`src/hdl/rotator_cfg_pkg.sv`:
```
// ==========================================================
// field widths of the weight frame header
// size limits derived from those widths
// vector typedefs for the header fields and kernel counter
// ==========================================================
`default_nettype none

package rotator_cfg_pkg;

  // header field widths
  localparam int KH2_W    = 2;
  localparam int KW2_W    = 2;
  localparam int CIN_W    = 4;
  localparam int COLS_W   = 4;
  localparam int BLOCKS_W = 3;

  // header bits sit at the bottom of the first beat
  localparam int HDR_W = KW2_W + KH2_W + CIN_W + COLS_W + BLOCKS_W;

  // largest odd kernel height and channel count the header can encode
  localparam int KH_MAX  = 2 * (2 ** KH2_W) - 1;
  localparam int CIN_MAX = 2 ** CIN_W;

  typedef logic [KH2_W-1:0]    kh2_t;
  typedef logic [KW2_W-1:0]    kw2_t;
  typedef logic [CIN_W-1:0]    cin_t;
  typedef logic [COLS_W-1:0]   cols_t;
  typedef logic [BLOCKS_W-1:0] blocks_t;

  // kernel row counter, runs 2*kh2 down to 0
  typedef logic [KH2_W:0] kh_cnt_t;

endpackage

`default_nettype wire

```
`src/hdl/rotator_fsm_pkg.sv`:
```
// ==========================================================
// state encodings of the write and read FSMs
// ==========================================================
`default_nettype none

package rotator_fsm_pkg;

  // input side, header then weights into the free bank
  typedef enum logic [1:0] {
    W_IDLE,
    W_GET_HDR,
    W_WRITE,
    W_SWITCH
  } wr_state_e;

  // output side, replays a full bank
  typedef enum logic [1:0] {
    R_IDLE,
    R_READ,
    R_SWITCH
  } rd_state_e;

endpackage

`default_nettype wire

```
`src/hdl/weights_read_rotator.sv`:
```
// ==========================================================
// output side of the weight rotator
// read FSM, nested kh/cin/cols/blocks down-counters
// last marker and side flags
// ==========================================================
`timescale 1ns/100ps
`default_nettype none

module weights_read_rotator
  import rotator_cfg_pkg::*;
  import rotator_fsm_pkg::*;
#(
  parameter int WEIGHT_W   = 64,
  parameter int BANK_DEPTH = KH_MAX * CIN_MAX
) (
  input  wire logic                          aclk,
  input  wire logic                          i_arst_n,
  input  wire logic                          i_m_ready,
  input  wire logic                          i_rd_bank_full,
  input  wire logic [WEIGHT_W-1:0]           i_rd_data,
  input  wire kw2_t                          i_rd_kw2,
  input  wire kh2_t                          i_rd_kh2,
  input  wire cin_t                          i_rd_cin_1,
  input  wire cols_t                         i_rd_cols_1,
  input  wire blocks_t                       i_rd_blocks_1,
  output logic                               o_rd_bank,
  output logic [$clog2(BANK_DEPTH)-1:0]      o_rd_addr,
  output logic                               o_rd_done,
  output logic                               o_m_valid,
  output logic [WEIGHT_W-1:0]                o_m_data,
  output logic                               o_m_last,
  output logic                               o_m_is_cin_last,
  output logic                               o_m_is_cols_1_k2,
  output logic                               o_m_is_top_block,
  output logic                               o_m_is_bottom_block,
  output kw2_t                               o_m_kw2
);

  rd_state_e state, state_next;

  kh_cnt_t kh_cnt;
  cin_t    cin_cnt;
  cols_t   cols_cnt;
  blocks_t blocks_cnt;

  logic m_hs;
  logic kh_zero, cin_zero, cols_zero, blocks_zero;
  logic pass_end;

  assign kh_zero     = (kh_cnt == '0);
  assign cin_zero    = (cin_cnt == '0);
  assign cols_zero   = (cols_cnt == '0);
  assign blocks_zero = (blocks_cnt == '0);
  assign pass_end    = kh_zero && cin_zero;

  assign o_m_valid = (state == R_READ);
  assign o_rd_done = (state == R_SWITCH);
  assign m_hs      = o_m_valid && i_m_ready;

  always_comb begin
    state_next = state;
    unique case (state)
      R_IDLE:   if (i_rd_bank_full) state_next = R_READ;
      R_READ:   if (m_hs && o_m_last) state_next = R_SWITCH;
      R_SWITCH: state_next = R_IDLE;
      default:  state_next = R_IDLE;
    endcase
  end

  always_ff @(posedge aclk or negedge i_arst_n) begin
    if (!i_arst_n) begin
      state      <= R_IDLE;
      o_rd_bank  <= 1'b0;
      o_rd_addr  <= '0;
      kh_cnt     <= '0;
      cin_cnt    <= '0;
      cols_cnt   <= '0;
      blocks_cnt <= '0;
    end else begin
      state <= state_next;
      if (state == R_SWITCH) o_rd_bank <= ~o_rd_bank;
      if (state == R_IDLE) begin
        // preload from the stored header while waiting
        o_rd_addr  <= '0;
        kh_cnt     <= {i_rd_kh2, 1'b0};
        cin_cnt    <= i_rd_cin_1;
        cols_cnt   <= i_rd_cols_1;
        blocks_cnt <= i_rd_blocks_1;
      end else if (m_hs) begin
        o_rd_addr <= pass_end ? '0 : o_rd_addr + 1'b1;
        kh_cnt    <= kh_zero ? {i_rd_kh2, 1'b0} : kh_cnt - 1'b1;
        if (kh_zero) cin_cnt <= cin_zero ? i_rd_cin_1 : cin_cnt - 1'b1;
        if (pass_end) cols_cnt <= cols_zero ? i_rd_cols_1 : cols_cnt - 1'b1;
        if (pass_end && cols_zero) begin
          blocks_cnt <= blocks_zero ? i_rd_blocks_1 : blocks_cnt - 1'b1;
        end
      end
    end
  end

  assign o_m_data = i_rd_data;
  assign o_m_kw2  = i_rd_kw2;
  assign o_m_last = pass_end && cols_zero && blocks_zero;

  assign o_m_is_cin_last     = pass_end;
  // cols counter holds cols_1 minus the column index
  assign o_m_is_cols_1_k2    = (cols_cnt == cols_t'(i_rd_kw2));
  assign o_m_is_top_block    = (blocks_cnt == i_rd_blocks_1);
  assign o_m_is_bottom_block = blocks_zero;

  // a stalled beat must not move, bank contents included
  a_hold_stall : assert property (@(posedge aclk) disable iff (!i_arst_n)
    (o_m_valid && !i_m_ready) |=> (o_m_valid && $stable(o_m_data) && $stable(o_m_last) &&
      $stable(o_m_is_cin_last) && $stable(o_m_is_cols_1_k2) && $stable(o_m_is_top_block) &&
      $stable(o_m_is_bottom_block) && $stable(o_m_kw2)));

endmodule

`default_nettype wire

```
`config.mk`:
```
export PLATFORM = sky130hd
export DESIGN_NAME = weights_read_rotator
export DESIGN_NICKNAME = d
export VERILOG_FILES = /design/src/hdl/rotator_cfg_pkg.sv /design/src/hdl/rotator_fsm_pkg.sv /design/src/hdl/weights_read_rotator.sv
export SDC_FILE = /design/constraint.sdc
export NUM_CORES = 1
export LEC_CHECK = 0
export BUFFER_PORTS_ARGS = -buffer_cell sky130_fd_sc_hd__buf_4
export CELL_PAD_IN_SITES_DETAIL_PLACEMENT = 0
export CELL_PAD_IN_SITES_GLOBAL_PLACEMENT = 1
export CORE_MARGIN = 2
export CORE_UTILIZATION = 26
export DETAILED_ROUTE_END_ITERATION = 16
export GPL_ROUTABILITY_DRIVEN = 0
export PLACE_DENSITY_LB_ADDON = 0.25
export REMOVE_ABC_BUFFERS = 1
export SYNTH_ARGS = -nofsm -noshare
export SYNTH_HDL_FRONTEND = slang
export SYNTH_SLANG_ARGS = --single-unit
```
`constraint.sdc`:
```
create_clock -name aclk -period 2.1 [get_ports aclk]
set_input_delay 0.42 -clock aclk [delete_from_list [all_inputs] [get_ports aclk]]
set_output_delay 0.42 -clock aclk [all_outputs]
set_load 0.01 [all_outputs]
```
### After elaboration in Yosys (flattened, before gate mapping)

Cells that the tools add are included.

* register bits: 24
* bits in latches: 0
* memory bits (writable): 0
* memory bits (read-only): 0
* output and inout bits: 81
* word-level logic and storage cells: 58
* memories: 0

* add/subtract/negate cells: 5
* $mul: 0
* divide/modulo/power cells: 0
* $lt $le $gt $ge: 0
* equal/unequal tests: 6
* shifts and indexed selects: 0
* mux-type cells: 21
* bitwise logic cells: 1
* reduce and logical (&&, ||, !) cells: 18

Operators by type and width (number)
* $mux 4: 8
* $mux 3: 7
* $mux 7: 3
* $logic_not 4->1: 2
* $reduce_and 2->1: 4
* $reduce_bool 2->1: 4
* $sub 4x1->4 const B: 2
* $add 7x1->7 const B: 1
* $logic_not 3->1: 2
* $sub 3x1->3 const B: 2
* $logic_and 1x1->1: 5
* $eq 4x2->1: 1
* $mux 2: 2
* $pmux 2 s2: 1
* $eq 3x3->1: 1
* $eq 2x1->1 const B: 1
* $eq 2x2->1 const B: 1
* $logic_not 2->1: 1
* $ne 2x1->1 const B: 1
* $ne 2x2->1 const B: 1
* $not 1->1: 1

### Logic depth before layout (Yosys ltp)

* word-level depth: 7
* mapped depth: 8
* depth with buffers taken out: 7

### Least setup slack after synthesis

No wires, ideal clock.

* path kind: flip-flop to output port
* from: reg cin_cnt[0]
* to: out o_m_last
* arrival: 1.289 ns
* slack: 0.391 ns
* cell stages (with the launch flop): 6
* path buffers: 0
* cells stage by stage: dfrtp_1 -> inv_1 -> ha_1 -> nor3b_4 -> nand3_1 -> nor2_1

* longest elaborated chain between the ends: 4

RTL lines
* start, declared: line weights_read_rotator.sv:42 `cin_t cin_cnt;`
* start signal, assigned: line weights_read_rotator.sv:86 `cin_cnt <= i_rd_cin_1;`
* start signal, assigned: line weights_read_rotator.sv:92 `if (kh_zero) cin_cnt <= cin_zero ? i_rd_cin_1 : cin_cnt - 1'b1;`
* $logic_not 4->1: line weights_read_rotator.sv:51 `assign cin_zero = (cin_cnt == '0);`
* $logic_and 1x1->1: line weights_read_rotator.sv:54 `assign pass_end = kh_zero && cin_zero;`
* $logic_and 1x1->1 (2 in series): line weights_read_rotator.sv:103 `assign o_m_last = pass_end && cols_zero && blocks_zero;`
* end, declared: line weights_read_rotator.sv:31 `output logic o_m_last,`

Every way passes these cells.

### Worst setup path in the final report

* from: reg cin_cnt[0]
* to: out o_m_is_cin_last

* longest elaborated chain between the ends: 2

RTL lines
* $logic_not 4->1: line weights_read_rotator.sv:51
* $logic_and 1x1->1: line weights_read_rotator.sv:54
* end, declared: line weights_read_rotator.sv:32 `output logic o_m_is_cin_last,`

Every way passes these cells.

==> impl_metrics.tcl <==
set metrics [dict create \
    status "complete, no violations" \
    grt_antenna_before_repair 0 \
    wl_met1_mm 3.181 \
    setup_viol 0 \
    cp_num_buf_inv 3 \
    yosysWarnings 0 \
    synth.top_cell.area_share_pct 29.76 \
    fin_util_pct 27.81 \
    netlist_instances 228 \
    syn_avg_cell_area_um2 8.852 \
    dr_wl_met2_mm 3.214 \
    arrival_ps 1590 \
    clock_latency_ps 280 \
    area_growth_pct 4.836 \
    hp-class "in2async" \
    cts_max_level 1 \
    p_leak_nw 0.9517 \
    topRoutingLayerUsed "met5" \
    rows 32 \
    drc 0 \
    ys_types 47 \
    drt-initial-drc-count 65 \
    synth_edf_count 0 \
    critPathTopFamily "simple AND/OR/NAND/NOR gates" \
    met3WireLength_mm 2.385 \
    slew_headroom_pct 72.27 \
    synth-seq-cells 24 \
    synth_seq_area_share_pct 29.76 \
    p_per_area_nw_per_um2 1138 \
    maxSlewViolCount 0 \
    cts_tree "done" \
    syn-cell-area_um2 2018 \
    hold_viol 0 \
    total_power_mw 2.407 \
    async_flop_share_pct 100.0 \
    die_h_um 92.11 \
    drt-total-wl_mm 8.929 \
    max-vdd-ir-drop_v 0.0002980 \
    skew_ps 9.347 \
    path_class "reg2out" \
    cts-root-buf "clkbuf_8" \
    core_area_um2 7607 \
    clk_pin_slew_ps 100 \
    drive_gt1_share_pct 34.29 \
    finalCritPeriodShare_pct 95.73 \
    grt_use_total_pct 21.02 \
    clock_sinks 24 \
    via_per_inst 4.766 \
    cp-start-kind "register" \
    wl_per_cell_um 28.62 \
    clockBufferDepth 2 \
    synthTopCellsByArea "dfrtp_1 (30%), buf_4 (25%), ha_1 (4.3%)" \
    postRouteAntennaNets 0 \
    max_stage_delay_ps 410 \
    worstPathMaxFanout 6 \
    worstSetupEndpointType "primary output" \
    synth-main-ff-cell "dfrtp_1" \
    holdWs_ps 31.83 \
    dp_hpwl_mm 7.444 \
    diodes 0 \
    die_width_um 92.11 \
    top_level_ports 164 \
    cts_buffers 3 \
    hold_buffers 0 \
    start_util_pct 26.53 \
    num_vias 1487 \
    first_global_vias 1468 \
    tightest_slew_ps 416.0 \
    maxCapViolCount 0 \
    die_area_um2 8483 \
    layout.nets 301 \
    crit_chain "inv_2 > ha_4 > nor3b_4 > buf_6 > and2_4 > buf_4" \
    worst_path_max_delay_cell "dfrtp_1" \
    required_ps 1680 \
    fill_cells 837 \
    yosysTopAreaCell "dfrtp_1" \
    io_buffers 35 \
    grt_start_max_net_pins 25 \
    fmax_mhz 497.4 \
    grt_pass1_wl_mm 12.18 \
    dr.pass1.iters 6 \
    grt-ovfl-total 0 \
    min_period_ps 2010 \
]
placed cells by master, fill, tap and decap left out, types with 3 or more instances in the layout:
cell,n
a21oi_1,5
buf_4,49
clkbuf_8,3
dfrtp_1,24
ha_1,4
inv_1,7
nand2_1,5
nand2b_1,3
nand4_1,3
nor2_1,20
nor2b_1,3
nor3_1,9
nor4b_1,5
o21ai_0,12
xnor2_1,7
xor2_1,4
metal layers:
layer,up-vias,GRT usage (%)
li1,679,-
met3,13,26.46
met5,-,4.487
met1,665,22.72
met4,2,3.109
met2,128,25.31
where the power goes:
part	internal (mW)	switching [mW]
Clock	0.256	0.175
Combinational	0.636	0.544
Sequential	0.622	0.174
final timing paths:
kind	to	depth (start not counted)	slack, ps	start
min in group aclk	state[0]	2	370	i_m_ready
worst max register to register	cols_cnt[1]	7	300	cin_cnt[0]
worst min-delay path	o_rd_addr[3]	1	30	i_arst_n
worst min register to register	o_rd_bank	1	480	o_rd_bank
worst max-delay path	o_m_is_cin_last	6	90	cin_cnt[0]
max in group asynchronous	cols_cnt[1]	1	1810	i_arst_n
through the flow:
stage          setup slack (ps)  instances  TNS, ps  cell area [um2]
2_1_floorplan             180.0        155        0             1473
3_3_place_gp              112.7        301        0             1931
3_5_place_dp              112.3        301        0             1931
4_1_cts                   18.06        307        0             2033
5_1_grt                  -1.250        312   -1.250             2116
6_report                  89.60        312        0             2116
synthesized netlist by cell type, types with 3 or more instances:
master	number
buf_4	67
dfrtp_1	24
nor2_1	21
o21ai_0	12
inv_1	9
nor3_1	9
ha_1	7
xnor2_1	7
a21oi_1	5
nand2_1	5
nor4b_1	5
buf_2	4
nor2b_1	4
xor2_1	4
nand2b_1	3
nand4_1	3
state kept, by name, indices dropped and copies added (netlist names):
| signal | cells |
|---|---|
| blocks_cnt | 3 |
| cin_cnt | 4 |
| cols_cnt | 4 |
| kh_cnt | 3 |
| o_rd_addr | 7 |
| o_rd_bank | 1 |
| state | 2 |
kinds of logic after synthesis:
family	share of synthesized area [%]
xor gates and xnor gates	4.774
and+or+nand+nor	17.98
adders and majority gates	4.340
DFF	29.76
muxes	1.798
AOI/OAI and AO/OA	12.65
buffers and inverters	28.70
area by class of cell:
cell class / instances / area, um2 / share of cell area (%)
multi-input combinational: 122 / 892.1 / 42.16
sequential: 24 / 600.6 / 28.39
timing repair buffer: 51 / 390.4 / 18.45
tap: 102 / 127.6 / 6.032
clock buffer: 3 / 41.29 / 1.952
inverter: 9 / 33.78 / 1.597
clock inverter: 1 / 30.03 / 1.419
what timing repair did:
action                     in CTS  in global routing
pin swaps                       0                  1
setup endpoints to repair       2                  2
buffers inserted                2                  5
gates resized for setup         4                 12
No activity file was read; power rests on OpenSTA's default activity.
