File: src/hdl/rotator_cfg_pkg.sv
// ==========================================================
// field widths of the weight frame header
// size limits derived from those widths
// vector typedefs for the header fields and kernel counter
// ==========================================================
`default_nettype none

package rotator_cfg_pkg;

  // header field widths
  localparam int KH2_W    = 2;
  localparam int KW2_W    = 2;
  localparam int CIN_W    = 4;
  localparam int COLS_W   = 4;
  localparam int BLOCKS_W = 3;

  // header bits sit at the bottom of the first beat
  localparam int HDR_W = KW2_W + KH2_W + CIN_W + COLS_W + BLOCKS_W;

  // largest odd kernel height and channel count the header can encode
  localparam int KH_MAX  = 2 * (2 ** KH2_W) - 1;
  localparam int CIN_MAX = 2 ** CIN_W;

  typedef logic [KH2_W-1:0]    kh2_t;
  typedef logic [KW2_W-1:0]    kw2_t;
  typedef logic [CIN_W-1:0]    cin_t;
  typedef logic [COLS_W-1:0]   cols_t;
  typedef logic [BLOCKS_W-1:0] blocks_t;

  // kernel row counter, runs 2*kh2 down to 0
  typedef logic [KH2_W:0] kh_cnt_t;

endpackage

`default_nettype wire

File: src/hdl/rotator_fsm_pkg.sv
// ==========================================================
// state encodings of the write and read FSMs
// ==========================================================
`default_nettype none

package rotator_fsm_pkg;

  // input side, header then weights into the free bank
  typedef enum logic [1:0] {
    W_IDLE,
    W_GET_HDR,
    W_WRITE,
    W_SWITCH
  } wr_state_e;

  // output side, replays a full bank
  typedef enum logic [1:0] {
    R_IDLE,
    R_READ,
    R_SWITCH
  } rd_state_e;

endpackage

`default_nettype wire

File: src/hdl/weights_header_decode.sv
// ==========================================================
// input side of the weight rotator
// write FSM, header field slicing, write address sequencing
// ==========================================================
`timescale 1ns/100ps
`default_nettype none

module weights_header_decode
  import rotator_cfg_pkg::*;
  import rotator_fsm_pkg::*;
#(
  parameter int WEIGHT_W   = 64,
  parameter int BANK_DEPTH = KH_MAX * CIN_MAX
) (
  input  wire logic                          aclk,
  input  wire logic                          i_arst_n,
  input  wire logic                          i_s_valid,
  input  wire logic                          i_s_last,
  input  wire logic [WEIGHT_W-1:0]           i_s_data,
  input  wire logic                          i_wr_bank_free,
  output logic                               o_s_ready,
  output logic                               o_wr_bank,
  output logic                               o_hdr_en,
  output kw2_t                               o_hdr_kw2,
  output kh2_t                               o_hdr_kh2,
  output cin_t                               o_hdr_cin_1,
  output cols_t                              o_hdr_cols_1,
  output blocks_t                            o_hdr_blocks_1,
  output logic                               o_wr_en,
  output logic [$clog2(BANK_DEPTH)-1:0]      o_wr_addr,
  output logic [WEIGHT_W-1:0]                o_wr_data,
  output logic                               o_wr_done
);

  localparam int ADDR_W = $clog2(BANK_DEPTH);

  wr_state_e state, state_next;
  logic s_hs;

  // expected address of the beat carrying last
  kh_cnt_t hdr_kh;
  logic [CIN_W:0] hdr_cin;
  logic [ADDR_W-1:0] addr_last;

  // header fields, kw2 in the lowest bits
  assign {o_hdr_blocks_1, o_hdr_cols_1, o_hdr_cin_1, o_hdr_kh2, o_hdr_kw2} =
    i_s_data[HDR_W-1:0];

  assign hdr_kh  = {o_hdr_kh2, 1'b1};
  assign hdr_cin = {1'b0, o_hdr_cin_1} + 1'b1;

  assign o_s_ready = (state == W_GET_HDR) || (state == W_WRITE);
  assign s_hs      = i_s_valid && o_s_ready;
  assign o_hdr_en  = s_hs && (state == W_GET_HDR);
  assign o_wr_en   = s_hs && (state == W_WRITE);
  assign o_wr_done = (state == W_SWITCH);
  assign o_wr_data = i_s_data;

  always_comb begin
    state_next = state;
    unique case (state)
      W_IDLE:    if (i_wr_bank_free) state_next = W_GET_HDR;
      W_GET_HDR: if (s_hs) state_next = W_WRITE;
      W_WRITE:   if (s_hs && i_s_last) state_next = W_SWITCH;
      W_SWITCH:  state_next = W_IDLE;
      default:   state_next = W_IDLE;
    endcase
  end

  always_ff @(posedge aclk or negedge i_arst_n) begin
    if (!i_arst_n) begin
      state     <= W_IDLE;
      o_wr_bank <= 1'b0;
      o_wr_addr <= '0;
    end else begin
      state <= state_next;
      // hand the filled bank over and move to the other one
      if (state == W_SWITCH) o_wr_bank <= ~o_wr_bank;
      if (o_hdr_en) o_wr_addr <= '0;
      else if (o_wr_en) o_wr_addr <= o_wr_addr + 1'b1;
    end
  end

  always_ff @(posedge aclk) begin
    if (o_hdr_en) addr_last <= ADDR_W'(hdr_kh) * ADDR_W'(hdr_cin) - 1'b1;
  end

  // the source marks exactly kh*cin weight beats
  a_last_on_count : assert property (@(posedge aclk) disable iff (!i_arst_n)
    o_wr_en |-> (i_s_last == (o_wr_addr == addr_last)));

endmodule

`default_nettype wire

File: config.mk
export PLATFORM = sky130hd
export DESIGN_NAME = weights_header_decode
export DESIGN_NICKNAME = d
export VERILOG_FILES = /design/src/hdl/rotator_cfg_pkg.sv /design/src/hdl/rotator_fsm_pkg.sv /design/src/hdl/weights_header_decode.sv
export SDC_FILE = /design/constraint.sdc
export NUM_CORES = 1
export LEC_CHECK = 0
export BUFFER_PORTS_ARGS = -buffer_cell sky130_fd_sc_hd__buf_2
export CORE_MARGIN = 2
export CORE_UTILIZATION = 33
export CTS_CLUSTER_DIAMETER = 60
export CTS_CLUSTER_SIZE = 14
export DETAILED_ROUTE_END_ITERATION = 8
export PLACE_DENSITY = 0.94
export SLEW_MARGIN = 20
export SYNTH_ARGS = -nofsm -noshare
export SYNTH_HDL_FRONTEND = slang
export SYNTH_SLANG_ARGS = --single-unit
File: constraint.sdc
create_clock -name aclk -period 2.7 [get_ports aclk]
set_input_delay 0.54 -clock aclk [delete_from_list [all_inputs] [get_ports aclk]]
set_output_delay 0.54 -clock aclk [all_outputs]
set_load 0.02 [all_outputs]
---- Yosys cells after proc, flatten, opt, wreduce, memory -nomap -nowiden ----
Cells that the tools add are included.
word-level totals
  register bits ........................... 10
  input bits .............................. 69
  bits in read-only memories .............. 0
  bits in writable memories ............... 0
  latch bits .............................. 0
  output and inout bits ................... 91
  logic and storage cells ................. 25
  memories kept ........................... 0
operators by class
  add/subtract/negate cells ............... 1
  divide/modulo/power cells ............... 0
  bitwise logic cells ..................... 1
  shift operators ......................... 0
  magnitude comparators ................... 0
  multiplexer cells ....................... 6
  reduce and logical (&&, ||, !) cells .... 8
  multiply operators ...................... 0
  eq/ne operators ......................... 6
operator list
  cell                                                                     number
  7-bit 2-to-1 mux                                                         2
  2-bit one-hot mux with 4 select lines                                    1
  7-bit by 1-bit adder with 7-bit output, second input constant            1
  2-bit 2-to-1 mux                                                         3
  2-bit equality test, second input constant                               2
  1-bit logical AND                                                        4
  2-bit inequality test, second input constant                             2
  3-bit AND reduction                                                      1
  2-bit by 1-bit equality test with 1-bit output, second input constant    1
  2-bit zero test                                                          1
  2-bit by 1-bit inequality test with 1-bit output, second input constant  1
  2-bit nonzero test                                                       1
  1-bit logical OR                                                         1
  1-bit inverter                                                           1

---- Depth between registers and ports, before layout ----
Gate-level depths: netlist (run 1).
  word-level depth ........................ 6
  depth in mapped cells ................... 5
  mapped depth without buffers ............ 5

---- Least setup slack after synthesis (run 1) ----
Ideal clock, no wire load.
  path type ............................... flip-flop to output port
  start ................................... reg state[0]
  end ..................................... out o_wr_en
  required time ........................... 2.160 ns
  setup slack ............................. 0.836 ns
  stages on the path, launching flop included .. 5
  arrival ................................. 1.324 ns
  path buffers ............................ 0
  path through ............................ dfrtp_1 inv_1 ha_1 nand3_1 inv_1
on the way
  word-level cells in the longest chain between the ends .. 4
ends and longest elaborated chain
  element                                                                                line                         source
  start: declaration                                                                     weights_header_decode.sv:37  wr_state_e state, state_next;
  start signal: assignment                                                               weights_header_decode.sv:76  state <= state_next;
  2-bit by 1-bit equality test with 1-bit output or 2-bit equality test (tied branches)  weights_header_decode.sv:52  assign o_s_ready = (state == W_GET_HDR) || (state == W_WRITE);
  1-bit logical OR (*)                                                                   weights_header_decode.sv:52
  via o_s_ready                                                                          weights_header_decode.sv:21  output logic o_s_ready,
  1-bit logical AND (*)                                                                  weights_header_decode.sv:53  assign s_hs = i_s_valid && o_s_ready;
  1-bit logical AND (*)                                                                  weights_header_decode.sv:55  assign o_wr_en = s_hs && (state == W_WRITE);
  end: declaration                                                                       weights_header_decode.sv:29  output logic o_wr_en,
The timed path passes the listed nets; every way through them passes the cells marked *.

---- Worst setup path in the final report (run 1) ----
  start ................................... reg state[0]
  end ..................................... out o_wr_en
on the way
  word-level cells in the longest chain between the ends .. 4
ends and longest elaborated chain
  element                                                                                line
  2-bit by 1-bit equality test with 1-bit output or 2-bit equality test (tied branches)  weights_header_decode.sv:52, weights_header_decode.sv:55
  1-bit logical OR                                                                       weights_header_decode.sv:52
  1-bit logical AND                                                                      weights_header_decode.sv:53
  1-bit logical AND (*)                                                                  weights_header_decode.sv:55
Mark *: on every way between the ends. The rest lies on a longest branch, timed or not.

==> results.json, run 1 <==
{
  "outcome": "finished clean",
  "synthTopCellsByArea": "buf_4, dfrtp_1, ha_1",
  "critPathKind": "register to primary output",
  "overflow": 0,
  "place_area_um2": 699,
  "fmax_mhz": 449,
  "finalPower_mw": 0.668,
  "clock_sinks": 10,
  "gp_congestion": 0.755,
  "yosys_warnings": 0,
  "cts_hold_buffers": 0,
  "post-dp-hpwl_um": 1280,
  "grt_setup_unrepaired": "false",
  "post-route-period-util_pct": 82.4,
  "routedWlPerCell_um": 13.7,
  "num_vias": 575,
  "max-slew-margin-rel_pct": 82.7,
  "tightestPinTransition_ns": 0.259,
  "maxSlewViolCount": 0,
  "synthCells": 137,
  "grt_pass1_wl_um": 2600,
  "ys_ff_latch": 10,
  "syn_avg_cell_area_um2": 8.49,
  "num_io_pins": 160,
  "pwr-share-clk_pct": 16.0,
  "dieArea_um2": 4020,
  "layout.nets": 151,
  "hold_class": "input pin to async pin",
  "p_sw_share_pct": 45.0,
  "maxCapViolCount": 0,
  "setup-violations-final": 0,
  "dp_cells": 118,
  "crit_path_start": "state[0]$_DFFE_PN0P_",
  "worst-endpoint-arrival_ns": 1.69,
  "wl_um": 1660,
  "yosys.area.top_type_share_pct": 51.0,
  "drive_above_1_share_pct": 29.3,
  "min_period_ns": 2.23,
  "finish.utilization_pct": 21.5,
  "final_antenna_net_count": 0,
  "drc": 0,
  "floorplan.core_area_um2": 3360,
  "cp-start-kind": "register",
  "firstDrtPassIters": 4,
  "cts_tree": "built",
  "vias_per_cell": 4.75,
  "antenna_cells": 0,
  "num_rows": 21,
  "finalSetupTns_ns": 0,
  "peakVddDrop_uv": 160,
  "first_iter_violations": 5,
  "grt_max_degree": 11,
  "post_cts_resized": 0,
  "synth_fp_nets": 211,
  "hold_viol": 0,
  "p_leak_nw": 0.364,
  "pwr-share-comb_pct": 51.2,
  "start_util_pct": 34.6,
  "grt_usage_pct": 8.43,
  "worst_ep_required_time_ns": 2.16,
  "syn2layout_area_growth_pct": -38.0,
  "power_frac_seq_pct": 32.8,
  "grt_pass1_vias": 601,
  "fin_cells": 121,
  "fp.dieW_um": 63.4,
  "clkLatencyLatePin_ns": 0.27,
  "synth_area_leader_cell": "buf_4",
  "seq_area_frac_synth_pct": 21.5,
  "htreeDepth": 1,
  "stdcell_area_um2": 722,
  "die_y_um": 63.4,
  "clock-root-buffer": "clkbuf_4",
  "cts_setup_buffers": 0,
  "r2r-start": "state[0]$_DFFE_PN0P_",
  "r2r_cells": 5,
  "clk_pin_slew_ns": 0.07,
  "power_switching_mw": 0.300,
  "fill_cells": 388,
  "synth_cell_types": 24,
  "p_int_mw": 0.368,
  "port_buffers": 16,
  "cp_max_fo": 8,
  "clockBufferDepth": 2,
  "end_kind": "primary output",
  "cts_buffers": 3,
  "antenna_found_initial": 0,
  "pwr_density_cell_nw_per_um2": 925,
  "synthesis.area_um2": 1160,
  "fin_skew_ns": 0.00623
}
logic make-up after synthesis:
| family | after synthesis | synth area share [%] |
|---|---|---|
| mux | 1 | 0.860 |
| buf+inv | 84 | 52.7 |
| flops | 10 | 21.5 |
| fa+ha+maj | 5 | 5.38 |
| compound gates | 12 | 6.45 |
| simple gates | 22 | 10.9 |
| xor+xnor | 3 | 2.26 |
state kept, by name, summed over array words and instances (netlist names):
signal     count
state          2
o_wr_addr      7
o_wr_bank      1
routing by layer:
metal	routed length [um]	GRT usage [%]
met1	534	6.94
met2	728	12.5
met3	232	3.93
met4	160	12.2
met5	0	0
worst max-delay path, stage by stage, from the launching register on:
cell and delay (ns):
dfrtp_1 0.40, inv_1 0.08, ha_1 0.42, nand3_1 0.24, inv_1 0.09, buf_2 0.16
synthesized netlist by cell type, drive strengths merged:
master,n
buf,80
dfrtp,10
ha,5
a21oi,4
nand2,4
nand4,4
or3,4
inv,3
nand3,3
nor2,3
o21ai,3
xor2,3
a211oi,2
nor2b,2
a22o,1
and2,1
clkbuf,1
mux2i,1
o22a,1
o31ai,1
or4,1
per-stage QoR:
stage          setup slack (ns)  hold slack [ns]
6_report                  0.474            0.107
2_1_floorplan             0.836            0.244
4_1_cts                   0.458            0.111
3_5_place_dp              0.781            0.413
3_3_place_gp              0.851            0.410
5_1_grt                   0.334            0.127
worst paths after layout:
kind	to	slack (ns)
setup / recovery	o_wr_en	0.47
hold / removal	o_wr_bank$_DFFE_PN0P_	0.11
setup reg to reg	o_wr_addr[3]$_DFFE_PN0P_	0.94
hold reg to reg	o_wr_bank$_DFFE_PN0P_	0.46
max in group asynchronous	o_wr_addr[0]$_DFFE_PN0P_	2.40
min in group aclk	o_wr_bank$_DFFE_PN0P_	0.46
cells in the final DEF (no fill, tap or decap):
cell type / instances
and2_1: 1
a21oi_1: 4
nand3_1: 3
or3_2: 2
nor2b_1: 2
dfrtp_1: 10
a211oi_1: 2
o21ai_0: 3
nand4_1: 3
buf_2: 16
o31ai_1: 1
mux2i_1: 1
a22o_1: 1
nand2_1: 4
or3_1: 2
clkbuf_4: 3
xor2_1: 3
or4_1: 1
nand4_2: 1
nor2_1: 3
o22a_1: 1
inv_1: 3
ha_1: 5
area by class of cell:
cell class	instances	area, um2	area share [%]
sequential	10	250	34.7
timing repair buffer	16	80.1	11.1
inverter	3	11.3	1.56
tap	46	57.6	7.97
multi-input combinational	43	300	41.6
clock buffer	3	22.5	3.12
power groups by stage:
stage                     clock network, mW  logic (mW)  registers (mW)
after global placement                    0       0.338           0.219
after CTS                             0.111       0.349           0.219
after floorplan                           0       0.405           0.237
after detailed placement                  0       0.345           0.222
after global routing                  0.115       0.376           0.225
final                                 0.107       0.342           0.219
(Power assumes the default switching activity.)
==> inputs of run 2 (changes only) <==
- ABC_AREA: not set -> 1
- CORE_UTILIZATION: 33 -> 31
- PLACE_DENSITY: 0.94 -> 0.89
- clock period: 2.7 -> 2.1 ns (I/O delays scaled with it)
==> results.json, run 2 <==
{
  "path_common_cell": "inv_1",
  "clockBufferDepth": 2,
  "ys_ff_latch": 10,
  "power_frac_seq_pct": 31.7,
  "drc": 0,
  "antenna_cells": 0,
  "worst-endpoint-arrival_ns": 1.50,
  "p_int_mw": 0.542,
  "start_util_pct": 31.9,
  "tightestPinTransition_ns": 0.223,
  "hold_viol": 0,
  "critPathBufInv": 3,
  "max-slew-margin-rel_pct": 85.2,
  "p_leak_nw": 0.400,
  "final_cell_mix": "buf_2, nand2_1, dfrtp_1",
  "wl_um": 1640,
  "largest_reg_flops": 7,
  "yosys.area_share.adder_pct": 5.41,
  "cts_tree": "built",
  "r2r_cells": 7,
  "post-dp-hpwl_um": 1320,
  "largestRegisters": "o_wr_addr x7, state x2, o_wr_bank x1",
  "synth_mux_area_share_pct": 0,
  "pwr_density_cell_nw_per_um2": 1310,
  "post-route-period-util_pct": 91.4,
  "clock-root-buffer": "clkbuf_8",
  "grt_use_met1_pct": 9.15,
  "synth-main-ff-cell": "dfrtp_1",
  "routedWlPerCell_um": 12.5,
  "seq_area_frac_synth_pct": 21.6,
  "largest_register": "o_wr_addr",
  "final_common_cell": "buf_2",
  "layout.nets": 159,
  "power_switching_mw": 0.435,
  "synth_fp_nets": 217,
  "num_rows": 22,
  "cp_max_fo": 6,
  "p_sw_share_pct": 44.5,
  "synth_compound_area_share_pct": 4.32,
  "worst_ep_required_time_ns": 1.68,
  "port_buffers": 16,
  "setup-violations-final": 0,
  "num_io_pins": 160,
  "synth_xor_area_share_pct": 1.51,
  "dieArea_um2": 4240,
  "maxSlewViolCount": 0,
  "critPathSlowestCell": "dfrtp_1",
  "fmax_mhz": 521,
  "cpLargestDelayFamily": "flip-flops",
  "fp.dieW_um": 65.1,
  "grt-busiest-layer": "met4",
  "end_kind": "primary output",
  "yosysMostFrequentCell": "buf_4",
  "fin_cells": 131,
  "pwr-share-comb_pct": 48.5,
  "worstReg2RegEnd": "o_wr_addr[5]$_DFFE_PN0P_",
  "clkLatencyLatePin_ns": 0.23,
  "grt_pass1_vias": 513,
  "clock_sinks": 10,
  "vias_per_cell": 4.22,
  "ys_top_cells_by_count": "buf_4, dfrtp_1, nand2_1",
  "floorplan.core_area_um2": 3630,
  "pwr-share-clk_pct": 19.9,
  "num_vias": 553,
  "outcome": "finished clean",
  "grt_setup_unrepaired": "false",
  "synthesis.area_um2": 1160,
  "grt_max_degree": 11,
  "r2r_slack_ns": 0.65,
  "grt_pass1_wl_um": 2590,
  "synthTopCellsByArea": "buf_4, dfrtp_1, ha_1",
  "async_flop_share_pct": 100,
  "hold_class": "input pin to async pin",
  "synthCells": 143,
  "synthSimpleGateAreaFrac_pct": 13.0,
  "yosys.area.top_type_share_pct": 51.2,
  "drive_above_1_share_pct": 28.9,
  "maxCapViolCount": 0,
  "peakVddDrop_uv": 717,
  "cp-start-kind": "register",
  "met2_usage_pct": 9.41,
  "firstDrtPassIters": 4,
  "clk_pin_slew_ns": 0.04,
  "die_y_um": 65.1,
  "fin_skew_ns": 0.00211,
  "critPathKind": "register to primary output",
  "final_antenna_net_count": 0,
  "cts_buffers": 3,
  "use_met3_pct": 4.28,
  "cpPeakStageDelay_ns": 0.38,
  "cts_setup_buffers": 0,
  "overflow": 0,
  "post_cts_resized": 0,
  "synth_edf_count": 0,
  "grt_usage_pct": 8.09,
  "syn_avg_cell_area_um2": 8.09,
  "r2r-start": "state[0]$_DFFE_PN0P_",
  "dp_cells": 128,
  "min_period_ns": 1.92,
  "synth_top_family_by_area": "buffers and inverters",
  "path_cells": "inv_1 > ha_1 > nand3_4 > inv_1 > buf_2",
  "first_iter_violations": 16,
  "htreeDepth": 1,
  "synth_cell_types": 14,
  "cts_hold_buffers": 0,
  "gp_congestion": 0.698,
  "yosys_warnings": 0,
  "syn2layout_area_growth_pct": -35.6,
  "antenna_found_initial": 0,
  "finalSetupTns_ns": 0,
  "synth_area_leader_cell": "buf_4"
}
[run 2: cell types whose count changed after synthesis, sizes merged, moves of 4 or more]
cell / delta
nand4: -4
nor2: +7
or3: -4
nand2: +6
inv: +6
nand3: +5
[run 2: power by group through the flow]
stage	sequential, mW	combinational (mW)	clock (mW)
floorplan	0.347	0.530	0
global placement	0.307	0.470	0
detailed placement	0.310	0.479	0
CTS	0.307	0.482	0.200
global route	0.320	0.537	0.212
finish	0.309	0.474	0.194
[run 2: layout make-up]
| class | count | area [um2] |
|---|---|---|
| timing repair buffer | 16 | 80.1 |
| tap | 48 | 60.1 |
| fill | 418 | 2890 |
| multi-input combinational | 45 | 280 |
| sequential | 10 | 250 |
| inverter | 9 | 33.8 |
| clock buffer | 3 | 41.3 |
[run 2: worst max-delay path by stage]
stage | from | end | slack, ns | depth (start not counted)
after floorplan | state[0]$_DFFE_PN0P_ | o_wr_en | 0.43 | 4
after global placement | state[0]$_DFFE_PN0P_ | o_wr_en | 0.48 | 5
after detailed placement | state[0]$_DFFE_PN0P_ | o_wr_en | 0.44 | 5
after CTS | state[0]$_DFFE_PN0P_ | o_wr_en | 0.17 | 5
after global routing | state[0]$_DFFE_PN0P_ | o_wr_en | 0.07 | 5
final | state[0]$_DFFE_PN0P_ | o_wr_en | 0.18 | 5
[run 2: cells by family after synthesis]
logic type      after synthesis
compound gates               10
xor+xnor                      2
fa+ha+maj                     5
buf+inv                      88
flops                        10
simple gates                 28
[run 2: through the flow]
step	utilization, %	worst slack (ns)	power, mW	hold WS, ns	instance area, um2
6_report	20.5	0.180	0.977	0.0346	746
5_1_grt	20.5	0.0747	1.07	0.0545	746
4_1_cts	20.5	0.175	0.989	0.0437	746
3_5_place_dp	19.4	0.438	0.788	0.292	704
3_3_place_gp	19.4	0.476	0.777	0.290	704
2_1_floorplan	-	0.428	0.876	0.124	1160
[run 2: metal layers]
layer  wire, um  share of wire (%)  vias to the layer above
met4        140                8.6                        0
met2        626                 38                       44
met3        254                 16                       28
met5          0                  0                        -
met1        615                 38                      235
li1           -                  -                      246
